### src/cpu_pkg.sv
package cpu_pkg;

   // width of the opcode field at the top of every instruction.
   localparam int NB_OPCODE = 5;

   // codes outside this list decode as a no-operation.
   typedef enum logic [NB_OPCODE-1:0] {
      HLT  = 5'd0,
      STO  = 5'd1,
      LD   = 5'd2,
      LDI  = 5'd3,
      ADD  = 5'd4,
      ADDI = 5'd5,
      SUB  = 5'd6,
      SUBI = 5'd7
   } opcode_e;

   // next accumulator source.
   typedef enum logic [1:0] {
      ACC_MEM = 2'd0,
      ACC_IMM = 2'd1,
      ACC_ALU = 2'd2
   } acc_src_e;

   // address width needed to reach every word of a memory of the given depth.
   function automatic int clogb2(input int depth);
      int width;
      int value;
      width = 0;
      value = depth - 1;
      while (value > 0) begin
         width = width + 1;
         value = value >> 1;
      end
      if (width == 0) begin
         width = 1;
      end
      return width;
   endfunction

endpackage

### src/cpu.sv
`timescale 1ns/1ps

module cpu #(
   parameter int  NB_BITS       = 16,
   parameter int  INS_MEM_DEPTH = 2048,
   parameter int  DTA_MEM_DEPTH = 1024,
   localparam int NB_OPERAND    = NB_BITS - cpu_pkg::NB_OPCODE,
   localparam int NB_ADDR_INS   = cpu_pkg::clogb2(INS_MEM_DEPTH),
   localparam int NB_ADDR_DATA  = cpu_pkg::clogb2(DTA_MEM_DEPTH)
) (
   input  logic                    i_clk,
   input  logic                    i_rst,
   input  logic                    i_run,
   input  logic [NB_BITS-1:0]      i_instruction,
   input  logic [NB_BITS-1:0]      i_data_mem,
   output logic [NB_ADDR_INS-1:0]  o_addr_ins,
   output logic [NB_ADDR_DATA-1:0] o_addr_data,
   output logic [NB_BITS-1:0]      o_data,
   output logic [NB_BITS-1:0]      o_acc,
   output logic                    o_wr,
   output logic                    o_rd,
   output logic                    o_halted
);

   logic [NB_OPERAND-1:0] data_ins;
   cpu_pkg::acc_src_e     sel_a;
   logic                  sel_b;
   logic                  wr_acc;
   logic                  op_code;

   // data address is the low part of the operand.
   assign o_addr_data = data_ins[NB_ADDR_DATA-1:0];

   cpu_control #(
      .NB_BITS       (NB_BITS),
      .INS_MEM_DEPTH (INS_MEM_DEPTH),
      .DTA_MEM_DEPTH (DTA_MEM_DEPTH)
   ) u_control (
      .i_clk         (i_clk),
      .i_rst         (i_rst),
      .i_run         (i_run),
      .i_instruction (i_instruction),
      .o_addr_ins    (o_addr_ins),
      .o_data_ins    (data_ins),
      .o_sel_a       (sel_a),
      .o_sel_b       (sel_b),
      .o_wr_acc      (wr_acc),
      .o_op_code     (op_code),
      .o_wr          (o_wr),
      .o_rd          (o_rd),
      .o_halted      (o_halted)
   );

   cpu_datapath #(
      .NB_BITS       (NB_BITS),
      .DTA_MEM_DEPTH (DTA_MEM_DEPTH)
   ) u_datapath (
      .i_clk         (i_clk),
      .i_rst         (i_rst),
      .i_data_mem    (i_data_mem),
      .i_data_ins    (data_ins),
      .i_sel_a       (sel_a),
      .i_sel_b       (sel_b),
      .i_wr_acc      (wr_acc),
      .i_op_code     (op_code),
      .o_acc         (o_acc),
      .o_data        (o_data)
   );

endmodule

### src/cpu_control.sv
`timescale 1ns/1ps

module cpu_control #(
   parameter int  NB_BITS       = 16,
   parameter int  INS_MEM_DEPTH = 2048,
   parameter int  DTA_MEM_DEPTH = 1024,
   localparam int NB_OPERAND    = NB_BITS - cpu_pkg::NB_OPCODE,
   localparam int NB_ADDR_INS   = cpu_pkg::clogb2(INS_MEM_DEPTH),
   localparam int NB_ADDR_DATA  = cpu_pkg::clogb2(DTA_MEM_DEPTH)
) (
   input  logic                    i_clk,
   input  logic                    i_rst,
   input  logic                    i_run,
   input  logic [NB_BITS-1:0]      i_instruction,
   output logic [NB_ADDR_INS-1:0]  o_addr_ins,
   output logic [NB_OPERAND-1:0]   o_data_ins,
   output cpu_pkg::acc_src_e       o_sel_a,
   output logic                    o_sel_b,
   output logic                    o_wr_acc,
   output logic                    o_op_code,
   output logic                    o_wr,
   output logic                    o_rd,
   output logic                    o_halted
);

   typedef enum logic {
      ST_RUN  = 1'b0,
      ST_HALT = 1'b1
   } state_e;

   state_e                 state_q;
   state_e                 state_d;
   logic [NB_ADDR_INS-1:0] pc_q;
   cpu_pkg::opcode_e       opcode;
   logic                   active;

   assign opcode     = cpu_pkg::opcode_e'(i_instruction[NB_BITS-1 -: cpu_pkg::NB_OPCODE]);
   assign o_data_ins = i_instruction[NB_OPERAND-1:0];

   assign active = i_run && (state_q == ST_RUN);

   always_comb begin
      o_sel_a   = cpu_pkg::ACC_ALU;
      o_sel_b   = 1'b0;
      o_op_code = 1'b0;
      o_wr_acc  = 1'b0;
      o_wr      = 1'b0;
      o_rd      = 1'b0;
      state_d   = state_q;
      if (active) begin
         case (opcode)
            cpu_pkg::HLT: begin
               state_d = ST_HALT;
            end
            cpu_pkg::STO: begin
               o_wr = 1'b1;
            end
            cpu_pkg::LD: begin
               o_sel_a  = cpu_pkg::ACC_MEM;
               o_rd     = 1'b1;
               o_wr_acc = 1'b1;
            end
            cpu_pkg::LDI: begin
               o_sel_a  = cpu_pkg::ACC_IMM;
               o_wr_acc = 1'b1;
            end
            cpu_pkg::ADD, cpu_pkg::SUB: begin
               o_rd      = 1'b1;
               o_op_code = (opcode == cpu_pkg::SUB);
               o_wr_acc  = 1'b1;
            end
            cpu_pkg::ADDI, cpu_pkg::SUBI: begin
               o_sel_b   = 1'b1;
               o_op_code = (opcode == cpu_pkg::SUBI);
               o_wr_acc  = 1'b1;
            end
            default: begin
               // unused codes only advance the pc.
            end
         endcase
      end
   end

   always_ff @(posedge i_clk) begin
      if (i_rst) begin
         state_q <= ST_RUN;
         pc_q    <= '0;
      end else begin
         state_q <= state_d;
         // pc parks on the halt address.
         if (active && (opcode != cpu_pkg::HLT)) begin
            pc_q <= pc_q + 1'b1;
         end
      end
   end

   assign o_addr_ins = pc_q;
   assign o_halted   = (state_q == ST_HALT);

endmodule

### src/cpu_datapath.sv
`timescale 1ns/1ps

module cpu_datapath #(
   parameter int  NB_BITS       = 16,
   parameter int  DTA_MEM_DEPTH = 1024,
   localparam int NB_OPERAND    = NB_BITS - cpu_pkg::NB_OPCODE
) (
   input  logic                    i_clk,
   input  logic                    i_rst,
   input  logic [NB_BITS-1:0]      i_data_mem,
   input  logic [NB_OPERAND-1:0]   i_data_ins,
   input  cpu_pkg::acc_src_e       i_sel_a,
   input  logic                    i_sel_b,
   input  logic                    i_wr_acc,
   input  logic                    i_op_code,
   output logic [NB_BITS-1:0]      o_acc,
   output logic [NB_BITS-1:0]      o_data
);

   logic [NB_BITS-1:0] acc_q;
   logic [NB_BITS-1:0] acc_d;
   logic [NB_BITS-1:0] imm_ext;
   logic [NB_BITS-1:0] operand_b;
   logic [NB_BITS-1:0] alu_out;

   // immediates are two's complement.
   assign imm_ext = {{(NB_BITS-NB_OPERAND){i_data_ins[NB_OPERAND-1]}}, i_data_ins};

   assign operand_b = i_sel_b ? imm_ext : i_data_mem;

   // wraps modulo 2^NB_BITS.
   assign alu_out = i_op_code ? (acc_q - operand_b) : (acc_q + operand_b);

   always_comb begin
      case (i_sel_a)
         cpu_pkg::ACC_MEM: acc_d = i_data_mem;
         cpu_pkg::ACC_IMM: acc_d = imm_ext;
         default:          acc_d = alu_out;
      endcase
   end

   always_ff @(posedge i_clk) begin
      if (i_rst) begin
         acc_q <= '0;
      end else if (i_wr_acc) begin
         acc_q <= acc_d;
      end
   end

   assign o_acc  = acc_q;
   // store data is the accumulator itself.
   assign o_data = acc_q;

endmodule

### config.mk
export PLATFORM = sky130hd
export DESIGN_NAME = cpu
export DESIGN_NICKNAME = d
export VERILOG_FILES = /design/src/cpu_pkg.sv /design/src/cpu.sv /design/src/cpu_control.sv /design/src/cpu_datapath.sv
export SDC_FILE = /design/constraint.sdc
export NUM_CORES = 1
export LEC_CHECK = 0
export BUFFER_PORTS_ARGS = -buffer_cell sky130_fd_sc_hd__buf_2
export CAP_MARGIN = 20
export CORE_UTILIZATION = 45
export DETAILED_ROUTE_END_ITERATION = 10
export GPL_ROUTABILITY_DRIVEN = 0
export PLACE_DENSITY = 0.82
export SYNTH_ARGS = -nofsm -noshare
export SYNTH_HDL_FRONTEND = slang
export SYNTH_HIERARCHICAL = 1
export SYNTH_SLANG_ARGS = --single-unit
### constraint.sdc
create_clock -name i_clk -period 5.1 [get_ports i_clk]
set_input_delay 0.255 -clock i_clk [delete_from_list [all_inputs] [get_ports i_clk]]
set_output_delay 0.255 -clock i_clk [all_outputs]
set_load 0.03 [all_outputs]
==> flow_summary.toml <==
[min_path]
hold_start = "i_run"
worstHoldPathType = "in2reg"
holdPathEnd = "u_control/o_halted"
holdPathStages = 3

[worst_setup_path]
cp.arrival_ns = 4.92
r2r-start = "u_control/o_halted"
criticalPathCategory = "reg2reg"
r2r_cells = 16
crit_path_frequent_cell = "a21o_1"
r2r_end = "u_datapath/o_acc[14]"
cp_slowest_cell = "or4b_1"
cp-start-kind = "flip-flop"
crit_path_cell_trace = "nor2b_1, nor3b_1, and3_2, buf_4, or4b_1, a222oi_1, and3_1, nor2_1, xor2_1, ha_1, a21o_1, a21o_1, a2111oi_0, a211oi_1, mux2i_1, nor3_1"
critPathMaxStageDelay_ns = 0.47
r2r_slack_ns = 0.40
cp_max_fo = 18
required_ns = 5.32
end_kind = "flip-flop"

[cells_and_area]
drive_gt1_frac = 0.2400
multi_input_area_um2 = 2196
layout.nets = 504
final_cell_area_um2 = 3453
diodes = 0
area.growth.synth_to_final_pct = 11.65
register_area_um2 = 560.5
layout_common_cells = "buf_2, a21oi_1, nor2_1"
layout_commonest_cell = "buf_2"
fill_cells = 603

[clock_tree]
h-tree-depth = 1
clk_path_buf_depth = 2
cts_tree = "yes"
numCtsBuffers = 3
path_clk_slew_ns = 0.10
postCtsSetupBuffers = 0
ctsResizeCount = 0
cts_root_buf = "clkbuf_8"
hold_buffers = 0
cts_sinks = 28
clock_latency_ns = 0.29

[logic_synthesis]
synth_ff_type = "dfxtp_1"
ys_types = 61
synthSimpleGateAreaFrac = 0.2176
synth_top_family_by_area = "compound AO/OA/AOI/OAI gates"
synthAdderAreaFrac = 0.07524
synth_compound_area_frac = 0.2581
synth_seq_cells = 28
syn_avg_cell_area_um2 = 7.713
synth_seq_area_share = 0.1812
postSynthNetCount = 454
async_flop_share = 0
synth_cells = 401
syn-cell-area_um2 = 3093
muxShareOfSynthArea = 0.08778
synth-edff-count = 0
ys_warn_count = 6
synth_xor_area_frac = 0.07079

[routing]
drcViolationCount = 4
wirelength_um = 8367
drtIter0Drc = 221
wire_per_inst_um = 15.88
antenna_left = 0
dr.pass1.iters = 8
viasPerCell = 6.027
vias = 3176

[global_routing]
grt_usage = 0.2181
grt_use_met2 = 0.3710
grt_max_degree = 30
first_global_vias = 2734
antenna_found_initial = 0
busiest_layer = "met2"
grt_pass1_wl_um = 12850
met3_usage = 0.02043
gr-usage-met1 = 0.2870
grt_overflow = 0

[floorplanning]
io_pins = 91
fp-row-count = 29
die_y_um = 84.91
core_area_um2 = 6495
fp.dieArea_um2 = 7209
initial_core_util = 0.4762
die_w_um = 84.91

[placed_design]
detailed_place.area_um2 = 3381
port_buffers = 90
dp_hpwl_um = 6239

[pwr]
seqPwrFrac = 0.353
p_sw_mw = 0.2415
comb_power_share = 0.363
power.share.clock = 0.284
swShare = 0.3630
power_mw = 0.6652
max-vdd-ir-drop_uv = 102.6
powerDensity_nw_per_um2 = 192.6
p_int_mw = 0.4237
leakage_nw = 1.484

[sta]
finClkSkew_ns = 0.009032
finalMaxSlewViolations = 0
fmax_mhz = 212.9
worst_slew_pin_slew_ns = 0.8451
setup_viol = 0
final.min_clock_period_ns = 4.697
slew_headroom = 0.4345
tns_ns = 0
post-route-period-util = 0.9210
rsz0062_at_grt = "no"
hold_viol = 0

[status]
violations = "design-rule violations"
status = "complete, but fails checks"

[run]
cap_violations = 0
==> per-layer routing <==
layer	wire length, um	share of wire
met2	3995	0.48
met4	144	0.017
met3	396	0.047
met5	0	0
met1	3830	0.46
==> area by class of cell <==
type | count | area share
clock buffers | 3 | 0.01196
clock inverters | 1 | 0.008696
inverters | 9 | 0.009783
multi-input cells | 313 | 0.6359
flip-flops and latches | 28 | 0.1623
well taps | 77 | 0.02790
repair buffers | 96 | 0.1435
==> cell families after synthesis <==
family,count (synthesis)
AOI/OAI and AO/OA,118
DFF,28
buffers and inverters,60
adders and majority gates,18
and+or+nand+nor,125
muxes,27
xor gates and xnor gates,25
==> power groups by stage <==
| stage | Clock [mW] | Combinational (mW) | Sequential, mW |
|---|---|---|---|
| after floorplan | 0 | 0.171 | 0.253 |
| after global placement | 0 | 0.229 | 0.240 |
| after detailed placement | 0 | 0.236 | 0.240 |
| after CTS | 0.192 | 0.238 | 0.235 |
| after global routing | 0.199 | 0.260 | 0.237 |
| final | 0.189 | 0.241 | 0.235 |
==> cells in the mapped netlist (all sizes together) (3+ instances only) <==
cell / n / share of area
inv: 9 / 0.011
o2111ai: 4 / 0.013
o211ai: 9 / 0.022
dfxtp: 28 / 0.18
nor2b: 4 / 0.0081
xor2: 16 / 0.045
o32ai: 6 / 0.017
xnor2: 9 / 0.025
a2111oi: 3 / 0.011
a211oi: 5 / 0.012
a21oi: 36 / 0.058
nand2b: 11 / 0.022
or3: 6 / 0.012
mux2i: 26 / 0.084
nor2: 32 / 0.039
o21a: 10 / 0.024
and3: 8 / 0.016
nand3: 7 / 0.011
nand2: 18 / 0.022
and4: 3 / 0.0085
or4: 5 / 0.013
o21ai: 21 / 0.038
clkbuf: 18 / 0.022
ha: 17 / 0.069
a31oi: 3 / 0.0061
a21o: 6 / 0.015
nor3: 11 / 0.018
buf: 33 / 0.076
and2: 4 / 0.0081
==> worst max-delay path, delay by kind of cell, from the launching register on <==
kind / cells / cell delay [ns]
and+or+nand+nor: 7 / 1.83
AOI/OAI and AO/OA: 5 / 1.46
adders and majority gates: 1 / 0.35
DFF: 1 / 0.34
buffers and inverters: 1 / 0.29
xor gates and xnor gates: 1 / 0.21
muxes: 1 / 0.15
==> how the worst max path moves through the flow <==
stage	startpoint	endpoint	slack, ns	depth (start not counted)
6_report	u_control/o_halted	u_datapath/o_acc[14]	0.40	16
3_3_place_gp	i_run	u_datapath/o_acc[14]	0.46	17
5_1_grt	u_control/o_halted	u_datapath/o_acc[14]	0.03	16
2_1_floorplan	u_control/o_halted	u_datapath/o_acc[10]	0.14	18
3_5_place_dp	i_run	u_datapath/o_acc[14]	0.25	17
4_1_cts	u_control/o_halted	u_datapath/o_acc[14]	0.28	16
==> per-stage QoR <==
step           utilization  hold WS [ns]  worst slack [ns]  cells
2_1_floorplan            -        0.3241            0.1391    401
3_3_place_gp        0.5205        0.4683            0.4625    523
3_5_place_dp        0.5205        0.4743            0.2466    523
4_1_cts             0.5315        0.2049            0.2803    527
5_1_grt             0.5317        0.2224           0.03026    527
6_report            0.5317        0.2076            0.4027    527
==> state kept, by name, indices dropped and copies added (netlist names) <==
| signal | flops |
|---|---|
| u_datapath/o_acc | 16 |
| u_control/o_halted | 1 |
| u_control/o_addr_ins | 11 |
Note: power is estimated with default switching activity, not from simulation.
